<file path="src/logic/gpio_pkg.sv">
package gpio_pkg;

	// APB request from the bus master
	typedef struct packed {
		logic [7:0]  paddr;   // Byte address within the block
		logic        pwrite;
		logic        psel;
		logic        penable;
		logic [31:0] pwdata;
	} apb_req_t;

	// APB response back to the master
	typedef struct packed {
		logic [31:0] prdata;
		logic        pready;
		logic        pslverr;
	} apb_rsp_t;

	// Register map, byte offsets
	typedef enum logic [7:0] {
		REG_OUT    = 8'h00, // Output value
		REG_OE     = 8'h04, // Output enable
		REG_IN     = 8'h08, // Synchronised input, read only
		REG_MODE   = 8'h0C, // Two bits per pin
		REG_STATUS = 8'h10, // Sticky edge flags, W1C
		REG_IRQ_EN = 8'h14  // Interrupt mask
	} gpio_reg_e;

	// Edge detect mode of one pin
	typedef enum logic [1:0] {
		EDGE_NONE = 2'd0,
		EDGE_RISE = 2'd1,
		EDGE_FALL = 2'd2,
		EDGE_BOTH = 2'd3
	} edge_mode_e;

	// Control of a single pad cell
	typedef struct packed {
		logic       out;
		logic       oe;
		edge_mode_e mode;
	} pad_ctrl_t;

endpackage

</file>
<file path="src/logic/gpio_apb_regs.sv">
module gpio_apb_regs import gpio_pkg::*; #(
	parameter int N_PADS = 16
) (
	input  logic              clk_sys,
	input  logic              rst_n,

	input  apb_req_t          apb_req,
	output apb_rsp_t          apb_rsp,

	output pad_ctrl_t         pad_ctrl [N_PADS],
	input  logic [N_PADS-1:0] pin_in,

	input  logic [N_PADS-1:0] status,
	output logic [N_PADS-1:0] status_clr,
	output logic [N_PADS-1:0] irq_en
);

	logic [N_PADS-1:0]   reg_out;
	logic [N_PADS-1:0]   reg_oe;
	logic [2*N_PADS-1:0] reg_mode;
	logic [N_PADS-1:0]   reg_irq_en;

	gpio_reg_e   reg_sel;
	logic        access;
	logic        addr_hit;
	logic        wr_bad;
	logic        wr_ok;
	logic [31:0] rd_word;

	assign reg_sel = gpio_reg_e'(apb_req.paddr);

	// Zero wait states, every access phase completes
	assign access = apb_req.psel && apb_req.penable;

	// Address decode and read mux
	always_comb begin
		addr_hit = 1'b1;
		rd_word  = '0;
		case (reg_sel)
			REG_OUT:    rd_word = 32'(reg_out);
			REG_OE:     rd_word = 32'(reg_oe);
			REG_IN:     rd_word = 32'(pin_in);
			REG_MODE:   rd_word = 32'(reg_mode);
			REG_STATUS: rd_word = 32'(status);
			REG_IRQ_EN: rd_word = 32'(reg_irq_en);
			default:    addr_hit = 1'b0; // Unmapped offset
		endcase
	end

	assign wr_bad = apb_req.pwrite && (reg_sel == REG_IN);
	assign wr_ok  = access && apb_req.pwrite && addr_hit && !wr_bad;

	always_comb begin
		apb_rsp.pready  = access;
		apb_rsp.pslverr = access && (!addr_hit || wr_bad);
		apb_rsp.prdata  = (access && !apb_req.pwrite) ? rd_word : '0;
	end

	// Register writes commit at the edge ending the access phase
	always_ff @(posedge clk_sys or negedge rst_n) begin
		if (!rst_n) begin
			reg_out    <= '0;
			reg_oe     <= '0;
			reg_mode   <= '0; // All pins EDGE_NONE
			reg_irq_en <= '0;
		end else if (wr_ok) begin
			case (reg_sel)
				REG_OUT:    reg_out    <= apb_req.pwdata[N_PADS-1:0];
				REG_OE:     reg_oe     <= apb_req.pwdata[N_PADS-1:0];
				REG_MODE:   reg_mode   <= apb_req.pwdata[2*N_PADS-1:0];
				REG_IRQ_EN: reg_irq_en <= apb_req.pwdata[N_PADS-1:0];
				default: ; // STATUS handled by the clear mask
			endcase
		end
	end

	// W1C mask, live only during the access phase of a STATUS write
	assign status_clr = (wr_ok && reg_sel == REG_STATUS) ?
		apb_req.pwdata[N_PADS-1:0] : '0;

	assign irq_en = reg_irq_en;

	// Repack the flat registers into per-pin control
	always_comb begin
		for (int i = 0; i < N_PADS; i++) begin
			pad_ctrl[i].out  = reg_out[i];
			pad_ctrl[i].oe   = reg_oe[i];
			pad_ctrl[i].mode = edge_mode_e'(reg_mode[2*i +: 2]);
		end
	end

endmodule

</file>
<file path="src/logic/gpio_bank.sv">
module gpio_bank import gpio_pkg::*; #(
	parameter int N_PADS = 16
) (
	input  logic              clk_sys,
	input  logic              rst_n,

	input  apb_req_t          apb_req,
	output apb_rsp_t          apb_rsp,

	output logic [N_PADS-1:0] padout,
	output logic [N_PADS-1:0] padoe,
	input  logic [N_PADS-1:0] padin,

	output logic              irq
);

	pad_ctrl_t         pad_ctrl [N_PADS];
	logic [N_PADS-1:0] pin_in;
	logic [N_PADS-1:0] pin_event;
	logic [N_PADS-1:0] status;
	logic [N_PADS-1:0] status_clr;
	logic [N_PADS-1:0] irq_en;

	gpio_apb_regs #(
		.N_PADS (N_PADS)
	) u_regs (
		.clk_sys    (clk_sys),
		.rst_n      (rst_n),
		.apb_req    (apb_req),
		.apb_rsp    (apb_rsp),
		.pad_ctrl   (pad_ctrl),
		.pin_in     (pin_in),
		.status     (status),
		.status_clr (status_clr),
		.irq_en     (irq_en)
	);

	// One cell per pin
	for (genvar i = 0; i < N_PADS; i++) begin : g_pad
		gpio_pad_cell u_pad (
			.clk_sys   (clk_sys),
			.rst_n     (rst_n),
			.ctrl      (pad_ctrl[i]),
			.padout    (padout[i]),
			.padoe     (padoe[i]),
			.padin     (padin[i]),
			.pin_in    (pin_in[i]),
			.pin_event (pin_event[i])
		);
	end

	gpio_event_collect #(
		.N_PADS (N_PADS)
	) u_collect (
		.clk_sys    (clk_sys),
		.rst_n      (rst_n),
		.pin_event  (pin_event),
		.status_clr (status_clr),
		.irq_en     (irq_en),
		.status     (status),
		.irq        (irq)
	);

endmodule

</file>
<file path="src/logic/gpio_event_collect.sv">
module gpio_event_collect #(
	parameter int N_PADS = 16
) (
	input  logic              clk_sys,
	input  logic              rst_n,

	input  logic [N_PADS-1:0] pin_event,
	input  logic [N_PADS-1:0] status_clr,
	input  logic [N_PADS-1:0] irq_en,

	output logic [N_PADS-1:0] status,
	output logic              irq
);

	logic [N_PADS-1:0] status_nxt;
	logic [N_PADS-1:0] irq_pend;

	// New event beats a clear on the same bit
	always_comb begin
		status_nxt = status & ~status_clr;
		status_nxt = status_nxt | pin_event;
	end

	always_ff @(posedge clk_sys or negedge rst_n) begin
		if (!rst_n)
			status <= '0;
		else
			status <= status_nxt;
	end

	assign irq_pend = status & irq_en; // Enabled and pending

	// Level interrupt, follows status in the same cycle
	assign irq = |irq_pend;

endmodule

</file>
<file path="src/logic/gpio_pad_cell.sv">
module gpio_pad_cell import gpio_pkg::*; (
	input  logic      clk_sys,
	input  logic      rst_n,

	input  pad_ctrl_t ctrl,

	output logic      padout,
	output logic      padoe,
	input  logic      padin,

	output logic      pin_in,
	output logic      pin_event
);

	logic sync_q1;
	logic sync_q2;
	logic hist_q;
	logic rise;
	logic fall;
	logic edge_hit;

	// Output copy flops sit next to the pin
	always_ff @(posedge clk_sys or negedge rst_n) begin
		if (!rst_n) begin
			padout <= 1'b0;
			padoe  <= 1'b0;
		end else begin
			padout <= ctrl.out;
			padoe  <= ctrl.oe;
		end
	end

	// Two-flop synchroniser plus one history flop
	always_ff @(posedge clk_sys or negedge rst_n) begin
		if (!rst_n) begin
			sync_q1 <= 1'b0;
			sync_q2 <= 1'b0;
			hist_q  <= 1'b0;
		end else begin
			sync_q1 <= padin;
			sync_q2 <= sync_q1;
			hist_q  <= sync_q2;
		end
	end

	assign pin_in = sync_q2;

	assign rise = sync_q2 && !hist_q;
	assign fall = !sync_q2 && hist_q;

	always_comb begin
		case (ctrl.mode)
			EDGE_RISE: edge_hit = rise;
			EDGE_FALL: edge_hit = fall;
			EDGE_BOTH: edge_hit = rise || fall;
			default:   edge_hit = 1'b0;
		endcase
	end

	// Registered event, one cycle wide
	always_ff @(posedge clk_sys or negedge rst_n) begin
		if (!rst_n)
			pin_event <= 1'b0;
		else
			pin_event <= edge_hit;
	end

endmodule

</file>
<file path="config.mk">
export PLATFORM = sky130hd
export DESIGN_NAME = gpio_bank
export DESIGN_NICKNAME = d
export VERILOG_FILES = /design/src/logic/gpio_pkg.sv /design/src/logic/gpio_apb_regs.sv /design/src/logic/gpio_bank.sv /design/src/logic/gpio_event_collect.sv /design/src/logic/gpio_pad_cell.sv
export SDC_FILE = /design/constraint.sdc
export NUM_CORES = 1
export LEC_CHECK = 0
export BUFFER_PORTS_ARGS = -buffer_cell sky130_fd_sc_hd__buf_2
export CAP_MARGIN = 40
export CELL_PAD_IN_SITES_DETAIL_PLACEMENT = 1
export CELL_PAD_IN_SITES_GLOBAL_PLACEMENT = 2
export CORE_MARGIN = 5
export CORE_UTILIZATION = 42
export CTS_CLUSTER_DIAMETER = 150
export DETAILED_ROUTE_END_ITERATION = 12
export HOLD_SLACK_MARGIN = 0.12
export PLACE_DENSITY_LB_ADDON = 0.1
export SLEW_MARGIN = 40
export SYNTH_ARGS = -nofsm -noshare
export SYNTH_HDL_FRONTEND = slang
export SYNTH_SLANG_ARGS = --single-unit
</file>
<file path="constraint.sdc">
create_clock -name clk_sys -period 2.95 [get_ports clk_sys]
set_clock_uncertainty 0.2 [all_clocks]
set_input_delay 0.4425 -clock clk_sys [delete_from_list [all_inputs] [get_ports clk_sys]]
set_output_delay 0.4425 -clock clk_sys [all_outputs]
set_load 0.02 [all_outputs]
</file>
Yosys cells after proc, flatten, opt, wreduce, memory -nomap -nowiden
Index checks and enable logic that the tools add are counted.
{"block": "word_totals", "in_bits": 61, "regBits": 192, "output_inout_bits": 67, "wordCells": 277}
{"block": "op_classes", "n_mux": 20, "reduce_logical": 99, "eq_ne": 53, "bitwise_logic": 4}
{"op": "32-bit case mux with 6 select lines", "count": 1}
{"op": "2-bit equality test (second input constant)", "count": 32}
{"op": "1-bit case mux with 3 select lines", "count": 16}
{"op": "1-bit logical AND", "count": 40}
{"op": "1-bit zero test", "count": 35}
{"op": "16-bit bitwise AND", "count": 2}
{"op": "2-bit by 1-bit equality test with 1-bit output (second input constant)", "count": 16}
{"op": "32-bit two-way mux", "count": 1}
{"op": "1-bit logical OR", "count": 17}
{"op": "8-bit by 4-bit equality test with 1-bit output (second input constant)", "count": 2}
{"op": "8-bit by 5-bit equality test with 1-bit output (second input constant)", "count": 2}
{"op": "16-bit two-way mux", "count": 1}
{"op": "16-bit NOT", "count": 1}
{"op": "16-bit OR", "count": 1}
{"op": "16-bit OR reduction", "count": 1}
{"op": "8-bit by 3-bit equality test with 1-bit output (second input constant)", "count": 1}
{"op": "8-bit zero test", "count": 1}
{"op": "2-bit AND reduction", "count": 4}
{"op": "6-bit OR reduction", "count": 1}
{"op": "1-bit two-way mux", "count": 1}

Depth between registers and ports, before layout
{"block": "logic_depth", "depth_word": 10, "depth_mapped": 6, "mapped_depth_nobuf": 5}

Cells and area by module
A second synthesis with hierarchy kept.
{"block": "unflattened", "hier_cells": 633, "area_unflattened_um2": 8413.1}
{"module": "gpio_apb_regs", "instances": 1, "area_per_inst_um2": 4388.0, "seq_area_each_um2": 2001.9, "cells_per_inst": 336}
{"module": "gpio_pad_cell", "instances": 16, "area_per_inst_um2": 209.0, "seq_area_each_um2": 150.1, "cells_per_inst": 15}
{"module": "gpio_event_collect", "instances": 1, "area_per_inst_um2": 681.9, "seq_area_each_um2": 400.4, "cells_per_inst": 57}

Worst setup path before layout
No wires, ideal clock.
{"block": "synth_path", "path_kind": "input port to output port", "from": "input port apb_req[36] (netlist name)", "to": "output port apb_rsp[10] (netlist name)", "t_required_ns": 2.308, "arrival_time_ns": 1.795, "stages": 4, "n_path_buf": 1, "slack_ns": 0.513, "path_cell_list": "nor4_4 nand3_1 buf_2 o22ai_1"}
{"item": "from (decl)", "line_no": "gpio_bank.sv:7", "source": "input apb_req_t apb_req,"}
{"item": "to (decl)", "line_no": "gpio_bank.sv:8", "source": "output apb_rsp_t apb_rsp,"}

==> flow_summary_export.csv <==
group,metric,value,unit
timing,setup_violations,0,
grt,grt_overflow,0,
synth,synth_nets,703,
place,dp_hpwl,15.2,mm
setup_path,r2r-end,"g_pad[1].u_pad.pin_event",
synth,synthFlopType,"dfrtp_1",
final_layout,fin_util,52.3,%
timing,min_period,2.61,ns
status,status,"finished, final reports clean",
grt,grtUsageTotal,19.9,%
floorplanning,rows,51,
power,leakagePower,0.00548,uW
min_path,holdCritStartpoint,"apb_req[7]",
setup_path,required,2.31,ns
floorplanning,die_area,23000,um^2
grt,grt_pass1_wl,34.5,mm
clocking,clockBufferDepth,2,
min_path,worstHoldEndpoint,"u_regs.irq_en[7]",
final_layout,final_nets,862,
synth,synth_top_cell_by_area,"dfrtp_1",
final_layout,layout_commonest_cell,"dfrtp_1",
clocking,cts_setup_buffers,0,
timing,worst_pin_slew,0.728,ns
power,power.density,535,nW/um^2
power,vdd_drop_max,0.353,mV
drt,ant_nets,0,
setup_path,start_kind,"input port",
grt,grt_pass1_vias,6067,
clocking,root_buffer,"clkbuf_16",
synth,synth.avg_cell_area,13.8,um^2
drt,wirelength,21.7,mm
clocking,cts_sinks,192,
drt,viasPerCell,5.16,
final_layout,design_area,10300,um^2
synth,synthXorXnorAreaFrac,0,%
place,dp_cells,971,
min_path,hold_class,"input port to flip-flop",
final_layout,mostFrequentLayoutCells,"192 x dfrtp_1, 126 x buf_2, 48 x inv_1",
synth,synth_top_family_by_area,"multiplexers",
synth,ys_ff_latch,192,
timing,rsz0062_at_grt,"false",
setup_path,arrival,1.97,ns
drt,drt-initial-drc-count,203,
timing,layout_setup_ws,0.342,ns
floorplanning,core_region_area,19700,um^2
power,internal-power,4170,uW
power,switching_share,24.0,%
synth,synth_mux_area_share,18.6,%
synth,ys_warn_count,0,
final_layout,antenna_cells,0,
timing,fin_crit_sh,88.4,%
grt,antenna_found_initial,0,
synth,synth_cell_types,37,
synth,synth_cells,610,
job,max-cap-violations,0,
synth,synth_edf_count,0,
synth,synthArstFlopShare,100,%
clocking,clk_pin_slew,0.07,ns
place,pre_cts_slack,0.372,ns
synth,synth-compound-area-share,5.39,%
synth,synth_area_leaders,"dfrtp_1 57%, mux2_4 7.1%, mux2_2 5.2%",
power,switchingPower,1320,uW
clocking,cts_inserted_buffers,17,
synth,netlist_area,8440,um^2
drt,drc_errors,0,
timing,slew_headroom,51.5,%
setup_path,rr_worst_depth,5,
place,place_area,9260,um^2
clocking,cts_hold_buf,43,
timing,final-max-slew-violation-count,0,
power,comb_power_share,7.4,%
clocking,cts_resized,0,
synth,synth_top_area_share,56.9,%
floorplanning,start_util,43.0,%
final_layout,layout-drive-gt1-share,36.3,%
setup_path,rrSetupSlack,1.50,ns
place,io_buffers,127,
power,p_clk_share,41.2,%
floorplanning,die_y,152,um
setup_path,cp_max_fo,16,
drt,wl_per_cell,20.7,um
setup_path,r2r-start,"g_pad[1].u_pad.pin_in",
floorplanning,die_x,152,um
synth,synth_seq_area_share,56.9,%
clocking,cts_tree,"done",
synth,synth-simple-area-share,7.81,%
final_layout,fill_cells,2014,
drt,dr_total_vias,5405,
synth,synth_fa_ha_area_share,4.74,%
drt,first_pass_iters,5,
clocking,htreeDepth,4,
setup_path,cp-end-kind,"primary output",
timing,finalHoldViolations,0,
timing,tns,0,ns
place,gp_congestion,0.793,
min_path,whs_path_depth,2,
timing,fmax,0.383,GHz
setup_path,critPathKind,"input port to primary output",
clocking,clk_latency,0.43,ns
grt,grt_max_degree,71,
final_layout,syn_to_final_growth,21.7,%
final_layout,final_cells,1047,
power,seqPwrFrac,51.3,%
floorplanning,boundaryPins,128,
## routing by layer
layer  wire length [um]  up-vias  GRT usage, %
met4                310        0          5.35
met5                  0        -             0
met2              10700      131          33.2
met1               9650     2824          27.0
li1                   -     2424             -
met3                975       26          3.66
## flip-flops by register name, summed over array words and instances, names as in the netlist
signal / flops
g_pad.u_pad.hist_q: 16
g_pad.u_pad.pin_event: 16
g_pad.u_pad.pin_in: 16
u_regs.reg_out: 16
u_regs.reg_mode: 32
g_pad.u_pad.padoe: 16
g_pad.u_pad.padout: 16
u_collect.status: 16
u_regs.reg_oe: 16
g_pad.u_pad.sync_q1: 16
u_regs.irq_en: 16
## cell usage after synthesis (4+ instances only)
| cell | instances |
|---|---|
| ha_1 | 32 |
| nor2b_1 | 28 |
| nand4_1 | 18 |
| mux2_4 | 40 |
| a221oi_1 | 4 |
| mux2_2 | 39 |
| nand2_1 | 19 |
| o21ai_0 | 30 |
| inv_1 | 48 |
| a21o_1 | 16 |
| o22ai_1 | 16 |
| mux4_2 | 16 |
| buf_2 | 9 |
| and3_1 | 17 |
| clkbuf_1 | 4 |
| mux2i_1 | 16 |
| buf_6 | 4 |
| a22o_1 | 4 |
| dfrtp_1 | 192 |
| buf_4 | 34 |
## worst max path at each step
stage / slack, ns / cells past startpoint / start / end
2_1_floorplan: 0.51 / 4 / apb_req[36] / apb_rsp[10]
3_3_place_gp: 0.41 / 7 / apb_req[36] / apb_rsp[18]
3_5_place_dp: 0.37 / 7 / apb_req[36] / apb_rsp[22]
4_1_cts: 0.35 / 7 / apb_req[36] / apb_rsp[22]
5_1_grt: 0.30 / 7 / apb_req[36] / apb_rsp[25]
6_report: 0.34 / 7 / apb_req[36] / apb_rsp[25]
## final cells by class
cell class                      instances  area [um^2]  share of cell area, %
Multi-Input combinational cell        316         3090                   30.0
Inverter                               48          180                   1.75
Clock buffer                           21          470                   4.58
Tap cell                              265          332                   3.23
Sequential cell                       192         4800                   46.8
Timing Repair Buffer                  194         1290                   12.6
Clock inverter                         11          106                   1.04
## logic make-up (layout without fill, tap and decap cells)
group           Yosys count  in the layout
mux                     112            112
simple gates            100            100
compound gates           72             72
fa+ha+maj                32             32
flops                   192            192
buf+inv                 102            274
## worst max-delay path: stages
cell	delay [ns]
buf_2	0.14
nor4_4	0.39
buf_4	0.23
and4_1	0.20
buf_4	0.21
and3_1	0.18
buf_2	0.17
## per-stage QoR
stage | hold WS (ns) | power (uW)
3_3_place_gp | 0.131 | 3220
5_1_grt | 0.124 | 5720
4_1_cts | 0.120 | 5550
3_5_place_dp | 0.138 | 3240
6_report | 0.134 | 5490
2_1_floorplan | -0.0531 | 3020
## power by group through the flow
| stage | Sequential [uW] | Combinational, uW | Clock, uW |
|---|---|---|---|
| detailed placement | 2870 | 371 | 0 |
| finish | 2820 | 409 | 2260 |
| CTS | 2820 | 417 | 2320 |
| floorplan | 2830 | 193 | 0 |
| global route | 2830 | 454 | 2440 |
| global placement | 2860 | 354 | 0 |
(Power assumes the default switching activity.)
